`src/verilog/mipsPkg.sv`:
```
package mipsPkg;

	localparam int DataWidth = 32;
	localparam int RegAddrWidth = 5;

	// primary opcode field, ir[31:26]
	typedef enum logic [5:0] {
		OpFunct = 6'h00,	// R-type, decoded by funct
		OpJ     = 6'h02,
		OpBeq   = 6'h04,
		OpBne   = 6'h05,
		OpLw    = 6'h23,
		OpSw    = 6'h2b
	} opcodeT;

	// funct field of R-type words, ir[5:0]
	typedef enum logic [5:0] {
		FnNop   = 6'h00,
		FnBreak = 6'h0d,	// halts the core
		FnAdd   = 6'h20,
		FnSub   = 6'h22,
		FnAnd   = 6'h24,
		FnXor   = 6'h26
	} functT;

	typedef enum logic [1:0] {
		AluAdd = 2'b00,	// also the all-zero default
		AluSub = 2'b01,
		AluAnd = 2'b10,
		AluXor = 2'b11
	} aluOpT;

	typedef enum logic [3:0] {
		Fetch, FetchRelease, Decode,
		ExecR, WriteR,
		MemAddr, MemAccess, MemRelease, WriteLoad,
		Branch, Jump, Halt
	} stateT;

	// control word, one per FSM state
	typedef struct packed {
		logic irWrite;
		logic pcWrite;
		logic branchEq;	// pc write when zero
		logic branchNe;	// pc write when not zero
		logic aLoad;
		logic bLoad;
		logic aluOutLoad;
		logic mdrLoad;
		logic regWrite;
		logic memToReg;	// write back mdr instead of aluOut
		logic regDst;	// rd instead of rt
		logic iOrD;	// data address instead of pc
		logic aluSrcA;	// A register instead of pc
		logic [1:0] aluSrcB;	// B, 4, offset, offset << 2
		logic [1:0] pcSource;	// alu result, aluOut, jump target
		aluOpT aluOp;
	} ctrlT;

	typedef struct packed {
		logic [DataWidth-1:0] addr;
		logic [DataWidth-1:0] wData;
		logic we;
	} memReqT;

endpackage

```
`src/verilog/alu.sv`:
```
`timescale 1ns/1ps

module alu (
	input logic [mipsPkg::DataWidth-1:0] a,
	input logic [mipsPkg::DataWidth-1:0] b,
	input mipsPkg::aluOpT op,
	output logic [mipsPkg::DataWidth-1:0] y,
	output logic zero
);

	always_comb
	begin
		case (op)
			mipsPkg::AluAdd:
				y = a + b;
			mipsPkg::AluSub:
				y = a - b;
			mipsPkg::AluAnd:
				y = a & b;
			mipsPkg::AluXor:
				y = a ^ b;
			default:
				y = a + b;
		endcase
	end

	// branch compare flag
	assign zero = (y == '0);

endmodule

```
`src/verilog/regFile.sv`:
```
`timescale 1ns/1ps

module regFile (
	input logic Clk,
	input logic rstN,
	input logic [mipsPkg::RegAddrWidth-1:0] rAddr1,
	input logic [mipsPkg::RegAddrWidth-1:0] rAddr2,
	input logic [mipsPkg::RegAddrWidth-1:0] wAddr,
	input logic [mipsPkg::DataWidth-1:0] wData,
	input logic we,
	output logic [mipsPkg::DataWidth-1:0] rData1,
	output logic [mipsPkg::DataWidth-1:0] rData2
);

	logic [mipsPkg::DataWidth-1:0] regs [2**mipsPkg::RegAddrWidth];

	always_ff @(posedge Clk or negedge rstN)
	begin
		if (!rstN)
		begin
			for (int i = 0; i < 2**mipsPkg::RegAddrWidth; i++)
				regs[i] <= '0;
		end
		else if (we && (wAddr != '0))	// $zero is never written
		begin
			regs[wAddr] <= wData;
		end
	end

	assign rData1 = regs[rAddr1];
	assign rData2 = regs[rAddr2];

endmodule

```
`src/verilog/memPort.sv`:
```
`timescale 1ns/1ps

module memPort (
	input logic Clk,
	input logic rstN,
	input logic memStart,
	input logic memAck,
	output logic memReqValid,
	output logic memDone,
	output logic memIdle
);

	typedef enum logic [1:0] {
		PhIdle,
		PhReq,
		PhRelease
	} phaseT;

	phaseT phase;

	always_ff @(posedge Clk or negedge rstN)
	begin
		if (!rstN)
			phase <= PhIdle;
		else
		begin
			case (phase)
				PhIdle:
					if (memStart)
						phase <= PhReq;
				PhReq:
					if (memAck)	// data captured this cycle
						phase <= PhRelease;
				PhRelease:
					if (!memAck)
						phase <= PhIdle;
				default:
					phase <= PhIdle;
			endcase
		end
	end

	assign memReqValid = (phase == PhReq);
	assign memDone = (phase == PhReq) && memAck;	// first ack cycle only
	assign memIdle = (phase == PhIdle);

	assert property (@(posedge Clk) disable iff (!rstN)
		$rose(memReqValid) |-> !memAck);

	assert property (@(posedge Clk) disable iff (!rstN)
		(memReqValid && !memAck) |=> memReqValid);

endmodule

```
`src/verilog/datapath.sv`:
```
`timescale 1ns/1ps

module datapath #(
	parameter logic [mipsPkg::DataWidth-1:0] ResetPc = '0
) (
	input logic Clk,
	input logic rstN,
	input mipsPkg::ctrlT ctrl,
	input logic [mipsPkg::DataWidth-1:0] memRData,
	input logic memDone,
	output mipsPkg::opcodeT opcode,
	output mipsPkg::functT funct,
	output logic aluZero,
	output mipsPkg::memReqT memReq
);

	logic [mipsPkg::DataWidth-1:0] pc;
	logic [mipsPkg::DataWidth-1:0] ir;
	logic [mipsPkg::DataWidth-1:0] mdr;
	logic [mipsPkg::DataWidth-1:0] aReg;
	logic [mipsPkg::DataWidth-1:0] bReg;
	logic [mipsPkg::DataWidth-1:0] aluOut;
	logic [mipsPkg::DataWidth-1:0] rData1;
	logic [mipsPkg::DataWidth-1:0] rData2;
	logic [mipsPkg::DataWidth-1:0] srcA;
	logic [mipsPkg::DataWidth-1:0] srcB;
	logic [mipsPkg::DataWidth-1:0] aluY;
	logic [mipsPkg::DataWidth-1:0] signExt;
	logic [mipsPkg::DataWidth-1:0] pcNext;
	logic [mipsPkg::DataWidth-1:0] regWData;
	logic [mipsPkg::RegAddrWidth-1:0] regWAddr;
	logic pcEn;

	always_ff @(posedge Clk or negedge rstN)
	begin
		if (!rstN)
			pc <= ResetPc;
		else if (pcEn)
			pc <= pcNext;
	end

	always_ff @(posedge Clk)
	begin
		if (ctrl.irWrite && memDone)
			ir <= memRData;
		if (ctrl.mdrLoad && memDone)
			mdr <= memRData;
		if (ctrl.aLoad)
			aReg <= rData1;
		if (ctrl.bLoad)
			bReg <= rData2;
		if (ctrl.aluOutLoad)
			aluOut <= aluY;
	end

	assign opcode = mipsPkg::opcodeT'(ir[31:26]);
	assign funct = mipsPkg::functT'(ir[5:0]);

	assign regWAddr = ctrl.regDst ? ir[15:11] : ir[20:16];	// rd or rt
	assign regWData = ctrl.memToReg ? mdr : aluOut;

	regFile regFile_i (
		.Clk(Clk),
		.rstN(rstN),
		.rAddr1(ir[25:21]),
		.rAddr2(ir[20:16]),
		.wAddr(regWAddr),
		.wData(regWData),
		.we(ctrl.regWrite),
		.rData1(rData1),
		.rData2(rData2)
	);

	assign signExt = {{16{ir[15]}}, ir[15:0]};
	assign srcA = ctrl.aluSrcA ? aReg : pc;

	always_comb
	begin
		case (ctrl.aluSrcB)
			2'b00:
				srcB = bReg;
			2'b01:
				srcB = mipsPkg::DataWidth'(4);
			2'b10:
				srcB = signExt;
			default:
				srcB = signExt << 2;	// word offset
		endcase
	end

	alu alu_i (
		.a(srcA),
		.b(srcB),
		.op(ctrl.aluOp),
		.y(aluY),
		.zero(aluZero)
	);

	always_comb
	begin
		case (ctrl.pcSource)
			2'b01:
				pcNext = aluOut;
			2'b10:
				pcNext = {pc[31:28], ir[25:0], 2'b00};	// j target in current region
			default:
				pcNext = aluY;
		endcase
	end

	assign pcEn = ctrl.pcWrite | (ctrl.branchEq & aluZero) | (ctrl.branchNe & ~aluZero);

	assign memReq.addr = ctrl.iOrD ? aluOut : pc;
	assign memReq.wData = bReg;
	assign memReq.we = ctrl.iOrD && (opcode == mipsPkg::OpSw);	// data phase of sw

	assert property (@(posedge Clk) disable iff (!rstN) pc[1:0] == 2'b00);

endmodule

```
`src/verilog/controlFsm.sv`:
```
`timescale 1ns/1ps

module controlFsm (
	input logic Clk,
	input logic rstN,
	input mipsPkg::opcodeT opcode,
	input mipsPkg::functT funct,
	input logic aluZero,
	input logic memDone,
	input logic memIdle,
	output mipsPkg::ctrlT ctrl,
	output logic memStart,
	output logic halted
);

	mipsPkg::stateT state;
	mipsPkg::stateT nextState;
	mipsPkg::aluOpT rOp;

	always_ff @(posedge Clk or negedge rstN)
	begin
		if (!rstN)
			state <= mipsPkg::Fetch;
		else
			state <= nextState;
	end

	always_comb
	begin
		case (funct)
			mipsPkg::FnSub:
				rOp = mipsPkg::AluSub;
			mipsPkg::FnAnd:
				rOp = mipsPkg::AluAnd;
			mipsPkg::FnXor:
				rOp = mipsPkg::AluXor;
			default:
				rOp = mipsPkg::AluAdd;
		endcase
	end

	always_comb
	begin
		nextState = state;
		case (state)
			mipsPkg::Fetch:
				if (memDone)
					nextState = mipsPkg::FetchRelease;
			mipsPkg::FetchRelease:
				if (memIdle)	// ack has dropped
					nextState = mipsPkg::Decode;
			mipsPkg::Decode:
			begin
				case (opcode)
					mipsPkg::OpFunct:
					begin
						case (funct)
							mipsPkg::FnAdd, mipsPkg::FnSub, mipsPkg::FnAnd, mipsPkg::FnXor:
								nextState = mipsPkg::ExecR;
							mipsPkg::FnBreak:
								nextState = mipsPkg::Halt;
							default:
								nextState = mipsPkg::Fetch;	// nop and unknown functs
						endcase
					end
					mipsPkg::OpBeq, mipsPkg::OpBne:
						nextState = mipsPkg::Branch;
					mipsPkg::OpLw, mipsPkg::OpSw:
						nextState = mipsPkg::MemAddr;
					mipsPkg::OpJ:
						nextState = mipsPkg::Jump;
					default:
						nextState = mipsPkg::Fetch;
				endcase
			end
			mipsPkg::ExecR:
				nextState = mipsPkg::WriteR;
			mipsPkg::MemAddr:
				nextState = mipsPkg::MemAccess;
			mipsPkg::MemAccess:
				if (memDone)
					nextState = mipsPkg::MemRelease;
			mipsPkg::MemRelease:
				if (memIdle)
					nextState = (opcode == mipsPkg::OpLw) ? mipsPkg::WriteLoad : mipsPkg::Fetch;
			mipsPkg::Halt:
				nextState = mipsPkg::Halt;
			default:
				nextState = mipsPkg::Fetch;	// WriteR, WriteLoad, Branch, Jump
		endcase
	end

	always_comb
	begin
		ctrl = '0;
		memStart = 1'b0;
		case (state)
			mipsPkg::Fetch:
			begin
				memStart = 1'b1;
				ctrl.irWrite = memDone;	// ir takes the fetched word
				ctrl.pcWrite = memDone;	// pc + 4 with the instruction
				ctrl.aluSrcB = 2'b01;
			end
			mipsPkg::Decode:
			begin
				ctrl.aLoad = 1'b1;
				ctrl.bLoad = 1'b1;
				ctrl.aluOutLoad = 1'b1;	// branch target
				ctrl.aluSrcB = 2'b11;
			end
			mipsPkg::ExecR:
			begin
				ctrl.aluSrcA = 1'b1;
				ctrl.aluOp = rOp;
				ctrl.aluOutLoad = 1'b1;
			end
			mipsPkg::WriteR:
			begin
				ctrl.regWrite = 1'b1;
				ctrl.regDst = 1'b1;
			end
			mipsPkg::MemAddr:
			begin
				ctrl.aluSrcA = 1'b1;
				ctrl.aluSrcB = 2'b10;
				ctrl.aluOutLoad = 1'b1;
			end
			mipsPkg::MemAccess:
			begin
				memStart = 1'b1;
				ctrl.iOrD = 1'b1;
				ctrl.mdrLoad = 1'b1;
			end
			mipsPkg::MemRelease:
				ctrl.iOrD = 1'b1;
			mipsPkg::WriteLoad:
			begin
				ctrl.regWrite = 1'b1;
				ctrl.memToReg = 1'b1;
			end
			mipsPkg::Branch:
			begin
				ctrl.aluSrcA = 1'b1;
				ctrl.aluOp = mipsPkg::AluSub;	// A - B for the zero flag
				ctrl.pcSource = 2'b01;
				ctrl.branchEq = (opcode == mipsPkg::OpBeq);
				ctrl.branchNe = (opcode == mipsPkg::OpBne);
			end
			mipsPkg::Jump:
			begin
				ctrl.pcWrite = 1'b1;
				ctrl.pcSource = 2'b10;
			end
			default:
				ctrl = '0;
		endcase
	end

	assign halted = (state == mipsPkg::Halt);

	// no memory traffic once decoding or halted
	assert property (@(posedge Clk) disable iff (!rstN)
		(state inside {mipsPkg::Decode, mipsPkg::Halt}) |-> !memStart);

	// operands loaded in Decode give a defined branch decision
	assert property (@(posedge Clk) disable iff (!rstN)
		(state == mipsPkg::Branch) |-> !$isunknown(aluZero));

endmodule

```
`src/verilog/mipsCore.sv`:
```
`timescale 1ns/1ps

module mipsCore #(
	parameter logic [mipsPkg::DataWidth-1:0] ResetPc = '0
) (
	input logic Clk,
	input logic rstN,
	output mipsPkg::memReqT memReq,
	output logic memReqValid,
	input logic memAck,
	input logic [mipsPkg::DataWidth-1:0] memRData,
	output logic halted
);

	mipsPkg::ctrlT ctrl;
	mipsPkg::opcodeT opcode;
	mipsPkg::functT funct;
	logic aluZero;
	logic memStart;
	logic memDone;
	logic memIdle;

	controlFsm controlFsm_i (
		.Clk(Clk),
		.rstN(rstN),
		.opcode(opcode),
		.funct(funct),
		.aluZero(aluZero),
		.memDone(memDone),
		.memIdle(memIdle),
		.ctrl(ctrl),
		.memStart(memStart),
		.halted(halted)
	);

	datapath #(
		.ResetPc(ResetPc)
	) datapath_i (
		.Clk(Clk),
		.rstN(rstN),
		.ctrl(ctrl),
		.memRData(memRData),
		.memDone(memDone),
		.opcode(opcode),
		.funct(funct),
		.aluZero(aluZero),
		.memReq(memReq)
	);

	memPort memPort_i (
		.Clk(Clk),
		.rstN(rstN),
		.memStart(memStart),
		.memAck(memAck),
		.memReqValid(memReqValid),
		.memDone(memDone),
		.memIdle(memIdle)
	);

endmodule

```
`config.mk`:
```
export PLATFORM = sky130hd
export DESIGN_NAME = mipsCore
export DESIGN_NICKNAME = d
export VERILOG_FILES = /design/src/verilog/mipsPkg.sv /design/src/verilog/alu.sv /design/src/verilog/regFile.sv /design/src/verilog/memPort.sv /design/src/verilog/datapath.sv /design/src/verilog/controlFsm.sv /design/src/verilog/mipsCore.sv
export SDC_FILE = /design/constraint.sdc
export NUM_CORES = 2
export LEC_CHECK = 0
export BUFFER_PORTS_ARGS = -buffer_cell sky130_fd_sc_hd__clkbuf_2
export CORE_ASPECT_RATIO = 1.75
export CORE_MARGIN = 2
export CORE_UTILIZATION = 52
export DETAILED_ROUTE_END_ITERATION = 16
export PLACE_DENSITY = 0.78
export SYNTH_ARGS = -nofsm -noshare
export SYNTH_HDL_FRONTEND = slang
export SYNTH_SLANG_ARGS = --single-unit
```
`constraint.sdc`:
```
create_clock -name Clk -period 7.6 [get_ports Clk]
set_clock_uncertainty 0.1 [all_clocks]
set_input_delay 0.76 -clock Clk [delete_from_list [all_inputs] [get_ports Clk]]
set_output_delay 0.76 -clock Clk [all_outputs]
set_load 0.01 [all_outputs]
```
======== After elaboration in Yosys (flattened, before gate mapping) ========
Index checks and enable logic that the tools add are counted.
operators by class
  bitwise logic cells ..................... 11
  $lt $le $gt $ge ......................... 4
  add/sub/neg operators ................... 2
  reduce and logical (&&, ||, !) cells .... 24
  $mul .................................... 0
  div/mod/pow operators ................... 0
  shifts and indexed selects .............. 0
  equal/unequal tests ..................... 37
  muxes and demuxes ....................... 44
operators with widths
  cell                  number
  $bwmux W1024          1
  $bmux W32 S5          2
  $mux W32              8
  $demux W32 S5         1
  $pmux W32 S4          1
  $pmux W32 S3          1
  $pmux W32 S2          1
  $eq A6 B6 Y1 const B  6
  $add A32 B32 Y32      1
  $and A32 B32 Y32      1
  $logic_not A32 Y1     1
  $pmux W4 S8           1
  $sub A32 B32 Y32      1
  $xor A32 B32 Y32      1
  $mux W4               5
  $ge A6 B6 Y1 const B  3
  $not A5 Y6            3
  $pmux W2 S3           3
  $eq A4 B3 Y1 const B  4
  $eq A4 B4 Y1 const B  4
  $pmux W4 S4           1
  $eq A6 B3 Y1 const B  2
  $eq A2 B2 Y1 const B  5
  $mux W2               5
  27 further kinds      60
word-level totals
  bits in latches ......................... 0
  register bits ........................... 1222
  memory bits (writable) .................. 0
  input port bits ......................... 35
  output and inout bits ................... 67
  bits in read-only memories .............. 0
  word-level logic and storage cells ...... 163
  memories ................................ 0

======== Longest topological paths before layout ========
  depth after elaboration ................. 11
  depth in mapped cells ................... 32
  mapped depth without buffers ............ 28

======== By module ========
Synthesis repeated with hierarchy kept, for this count alone.
second synthesis, totals
  cells, all modules ...................... 5758
  area total of the unflattened synthesis .. 68834.8 um2
by module, submodules not included
  module      area an instance (um2)  cells each  instances  sequential area each (um2)
  regFile     55923.6                 4601        1          25624.6
  datapath    8493.1                  527         1          5605.4
  alu         3726.1                  531         1          0.0
  controlFsm  593.1                   90          1          100.1
  memPort     98.8                    9           1          50.0

======== Worst setup path after synthesis ========
OpenSTA, ideal clock, no wires.
  path kind ............................... register to register
  start point ............................. register controlFsm_i.state[2]
  end point ............................... register datapath_i.pc[10] (netlist name)
  data required time ...................... 7375 ps
  arrival ................................. 7194 ps
  stages on the path, launching flop included .. 31
  setup slack ............................. 181 ps
  setup time .............................. 125 ps
  path buffers ............................ 4
  cell sequence ........................... dfrtp_1 > buf_2 > or4b_1 > clkbuf_1 > inv_2 > a21boi_0 > nor3b_1 > nand4_1 > or2_2 > nor4_1 > inv_1 > nor2_1 > o21ai_0 > nand2_1 > xor2_1 > ha_1 > clkbuf_1 > nand2_1 > nor4_1 > nand3_1 > o211ai_1 > o31a_1 > a211oi_1 > xnor2_1 > xnor2_1 > nand2_1 > a2111oi_4 > xor2_1 > a41oi_4 > buf_6 > mux2_4
on the way
  cells in the longest elaborated chain, start to end .. 10
  elaborated cells between the ends (all ways) .. 36
  classes of those cells .................. 2 x add/sub; 12 x eq/ne; 10 x mux; 7 x bitwise; 5 x reduce/logical
RTL lines
  what                                             line                            source
  start: declaration                               controlFsm.sv:16                mipsPkg::stateT state;
  start signal: assignment                         controlFsm.sv:23                state <= mipsPkg::Fetch;
  start signal: assignment                         controlFsm.sv:25                state <= nextState;
  $eq A4 B3 Y1, or another cell as far along       controlFsm.sv:97                case (state)
  $pmux W2 S3 or $reduce_or A3 Y1 (tied branches)  -
  $eq A2 B2 Y1, or another cell as far along       datapath.sv:79                  case (ctrl.aluSrcB)
  $pmux W32 S3 or $mux W32 (tied branches)         datapath.sv:79, datapath.sv:75
  $sub A32 B32 Y32, or another cell as far along   alu.sv:17                       y = a - b;
  $pmux W32 S4                                     alu.sv:13                       case (op)
  $logic_not A32 Y1                                alu.sv:28                       assign zero = (y == '0);
  $and A1 B1 Y1 or $not A1 Y1 (tied branches)      datapath.sv:111                 assign pcEn = ctrl.pcWrite | (ctrl.branchEq & aluZero) | (ctrl.branchNe & ~aluZero);
  $or A1 B1 Y1 or $and A1 B1 Y1 (tied branches)    datapath.sv:111
  $or A1 B1 Y1                                     datapath.sv:111
  end signal: assignment                           datapath.sv:37                  pc <= ResetPc;
  end signal: assignment                           datapath.sv:39                  pc <= pcNext;
  end: declaration                                 datapath.sv:17                  logic [mipsPkg::DataWidth-1:0] pc;
Parallel ways exist; a longest one is shown, timed or not.
A chain may end at the register's enable or synchronous reset.

======== Final worst setup path ========
  start point ............................. register controlFsm_i.state[3]
  end point ............................... register datapath_i.pc[0] (netlist name)
on the way
  cells in the longest elaborated chain, start to end .. 10
  elaborated cells between the ends (all ways) .. 36
  classes of those cells .................. 2 x add/sub; 12 x eq/ne; 10 x mux; 7 x bitwise; 5 x reduce/logical
RTL lines
  what                                             line                            source
  $eq A4 B3 Y1, or another cell as far along       controlFsm.sv:97
  $pmux W2 S3 or $reduce_or A3 Y1 (tied branches)  -
  $eq A2 B2 Y1, or another cell as far along       datapath.sv:79
  $pmux W32 S3 or $mux W32 (tied branches)         datapath.sv:79, datapath.sv:75
  $sub A32 B32 Y32, or another cell as far along   alu.sv:17
  $pmux W32 S4 *                                   alu.sv:13
  net datapath_i.aluY (one bit)                    datapath.sv:27                  logic [mipsPkg::DataWidth-1:0] aluY;
  $logic_not A32 Y1 *                              alu.sv:28
  $and A1 B1 Y1 or $not A1 Y1 (tied branches)      datapath.sv:111
  $or A1 B1 Y1 or $and A1 B1 Y1 (tied branches)    datapath.sv:111
  $or A1 B1 Y1 *                                   datapath.sv:111
Mark *: on every way through the listed nets, which the timed path passes. The rest lies on a longest branch.

==> impl_metrics.py <==
metrics = {
    "synth": {
        "syn_nets": 5673,
        "synth_compound_area_frac": 0.1137,
        "synthSimpleGateAreaFrac": 0.09114,
        "yosysWarnings": 0,
        "synth.area.mux_share": 0.2550,
        "synth_edf_count": 160,
        "synth_cell_types": 76,
        "async_flop_share": 0.8691,
        "syn_inst": 5571,
        "ys.flop_type": "dfrtp_1",
        "synth_adder_area_share": 0.01307,
        "syn_avg_cell_area_um2": 11.62,
        "netlist_area_um2": 64710,
        "synth_seq_cells": 1222,
        "synth-xor-area-share": 0.007985,
        "synth_top_family_by_area": "multiplexers",
        "synth_seq_area_share": 0.4849,
    },
    "drt": {
        "wire_per_inst_um": 28.38,
        "routed_wl_um": 202300,
        "num_vias": 48390,
        "drt_first_pass_iters": 6,
        "postRouteAntennaNets": 0,
        "via_per_inst": 6.788,
        "dr.first_iter.drc_count": 6031,
        "post-route-drc-count": 0,
    },
    "placement": {
        "pre_cts_slack_ns": 0.1649,
        "routabilityCongestion": 1.023,
        "port_buffers": 101,
        "place_hpwl_um": 120600,
        "placed_cell_area_um2": 66960,
    },
    "min_path": {
        "hold_class": "in -> reg",
    },
    "clock_network": {
        "clock-root-buffer": "clkbuf_16",
        "cts_tree": "done",
        "htree_levels": 3,
        "numCtsBuffers": 103,
        "clock_latency_ns": 0.76,
        "cts.sinks": 1222,
        "cts.path.max_buffers": 3,
        "clkTransAtPathRegs_ns": 0.07,
    },
    "layout": {
        "num-fill-cells": 9467,
        "nNetsFinal": 5492,
        "postLayoutCellArea_um2": 70660,
        "layout_commonest_cell": "dfrtp_1",
        "drive_gt1_frac": 0.2379,
        "area_delta_synth_final_pct": 9.188,
        "fin_util": 0.5704,
        "mostFrequentLayoutCells": "dfrtp_1, nand2_1, mux4_2, o21ai_0, nor2_1",
    },
    "flow_run": {
        "cap_violations": 0,
    },
    "power_and_ir_drop": {
        "pwr-share-comb": 0.435,
        "ir_worst_vdd_mv": 0.3559,
        "netSwitchingFraction": 0.3904,
        "switchingPower_mw": 12.00,
        "power.internal_mw": 18.74,
        "power_density_nw_per_um2": 435.2,
        "leakagePower_nw": 29.78,
        "seqPwrFrac": 0.380,
        "p_clk_frac": 0.185,
    },
    "floorplanning": {
        "start_util": 0.5224,
        "rows": 171,
        "die_w_um": 270.7,
        "dieArea_um2": 127400,
        "core_region_area_um2": 123900,
        "ios": 102,
        "die_y_um": 470.7,
    },
    "setup_path": {
        "cp_max_fo": 18,
        "critPathArrivalTime_ns": 7.94,
        "cp_slowest_stage_delay_ns": 0.65,
        "critical_path_class": "reg -> reg",
        "endpoint_kind": "flip-flop",
        "required_ns": 8.13,
        "cp_common_cell": "nand4b_1",
        "slowest_stage": "or4b_1",
        "crit_path_start_kind": "flip-flop",
    },
    "outcome": {
        "status": "finished clean",
    },
    "grt": {
        "track_usage": 0.3199,
        "grt_pass1_wl_um": 305300,
        "grt_pass1_vias": 49890,
        "antenna_found_initial": 10,
        "grt_start_max_net_pins": 188,
        "grt_overflow_total": 0,
    },
    "sta": {
        "slew_headroom": 0.1992,
        "fmaxAchievable_mhz": 134.8,
        "worst_slack_ns": 0.1837,
        "worst_pin_slew_ns": 1.199,
        "min_period_ns": 7.416,
        "slew_viol_final": 0,
        "fin_crit_sh": 0.9758,
        "hold_violations": 0,
        "finalSetupTns_ns": 0,
        "rsz0062_at_grt": "false",
        "setup_viol_count_final": 0,
    },
}
## path summary, 6_finish.rpt
check / depth (start not counted) / end / from / slack [ns]
max: 25 / datapath_i.pc[0] / controlFsm_i.state[3] / 0.18
min: 1 / datapath_i.mdr[13] / memRData[13] / 0.09
min in group asynchronous: 2 / datapath_i.regFile_i.regs[198] / rstN / 0.54
max reg2reg: 25 / datapath_i.pc[0] / controlFsm_i.state[3] / 0.18
max in group asynchronous: 4 / datapath_i.regFile_i.regs[860] / rstN / 4.84
min reg2reg: 0 / datapath_i.regFile_i.regs[1017] / datapath_i.regFile_i.regs[1017] / 0.30
## per-stage QoR
step | total power [mW] | hold slack, ns | cells
global placement | 24.03 | 0.2772 | 6926
CTS | 30.46 | 0.06322 | 7120
floorplan | 20.44 | 0.3413 | 5571
global route | 32.37 | 0.08752 | 7126
finish | 30.75 | 0.09381 | 7128
detailed placement | 24.68 | 0.2845 | 6926
## sequential cells by signal, summed over array words and instances (netlist names)
register / cells
datapath_i.pc: 32
datapath_i.aluOut: 32
datapath_i.ir: 32
datapath_i.aReg: 32
memPort_i.phase: 2
controlFsm_i.state: 4
datapath_i.regFile_i.regs: 1024
datapath_i.bReg: 32
datapath_i.mdr: 32
## cell usage after synthesis, types with 6 or more instances
master,number,area [µm²]
nand2b_1,9,56.30
a21boi_0,10,75.07
ha_1,66,825.8
o31ai_1,11,82.58
mux4_2,640,14410
and2_1,6,37.54
nand4b_1,6,52.55
o21ai_0,614,3073
a221oi_1,8,70.07
xor2_1,33,289.0
nand2_1,729,2736
a22o_1,10,87.58
nor2b_1,6,37.54
edfxtp_1,160,4805
a22oi_1,30,225.2
and3_1,12,75.07
nor4_1,11,68.82
buf_1,62,232.7
a211oi_1,12,90.09
a31oi_1,13,81.33
mux2i_1,55,550.5
nand4_1,13,81.33
or3_1,14,87.58
xnor2_1,26,227.7
nor3_1,24,120.1
o21ai_1,6,30.03
mux2_2,111,1250
dfrtp_1,1062,26580
o21a_1,21,157.7
a32oi_1,13,113.9
a21o_1,11,82.58
nor2_1,575,2158
inv_1,31,116.4
buf_2,9,45.04
a221o_1,7,70.07
a21oi_1,553,2768
nand3_1,32,160.2
clkbuf_1,467,1753
mux2_4,19,285.3
## metal layers
layer  share of wire  wire length (µm)  track usage
met2            0.48             97090       0.5123
met3            0.10             20900      0.06472
met4           0.085             17240       0.2324
met1            0.33             67040       0.3868
met5         0.00013                26            0
## layout make-up
class / count / area, µm² / share of cell area
Sequential cell: 1222 / 31380 / 0.4442
Tap cell: 1643 / 2056 / 0.02909
Antenna cell: 7 / 17.52 / 0.0002479
Inverter: 36 / 136.4 / 0.001930
Timing Repair Buffer: 257 / 1868 / 0.02644
Multi-Input combinational cell: 3770 / 31580 / 0.4469
Clock buffer: 141 / 2954 / 0.04181
Clock inverter: 52 / 664.4 / 0.009403
## power by group through the flow
stage	logic [mW]	clock network, mW	registers [mW]
final	13.4	5.70	11.7
after global routing	14.4	5.97	12.0
after CTS	13.1	5.72	11.6
after detailed placement	13.0	0	11.7
after global placement	12.7	0	11.4
after floorplan	9.51	0	10.9
## cell families after synthesis
group	Yosys count
mux	825
xor+xnor	59
buf+inv	579
fa+ha+maj	67
flops	1222
simple gates	1463
compound gates	1356
## critical path, delay by kind of cell, from the launching register on
kind / cells / cell delay [ns]
AO/OA/AOI/OAI: 7 / 1.85
XOR/XNOR: 3 / 0.48
adder cells (fa/ha/maj): 1 / 0.40
buffers and inverters: 4 / 0.86
flip-flops: 1 / 0.50
multiplexers: 2 / 0.50
AND/OR/NAND/NOR: 8 / 2.55
## repair_timing
item                       in CTS  in global routing
buffers inserted                0                  1
setup endpoints to repair       0                 32
gates resized for setup         0                 17
hold endpoints to repair       24                  0
hold buffers                    1                  0
No activity file was read; power rests on OpenSTA's default activity.
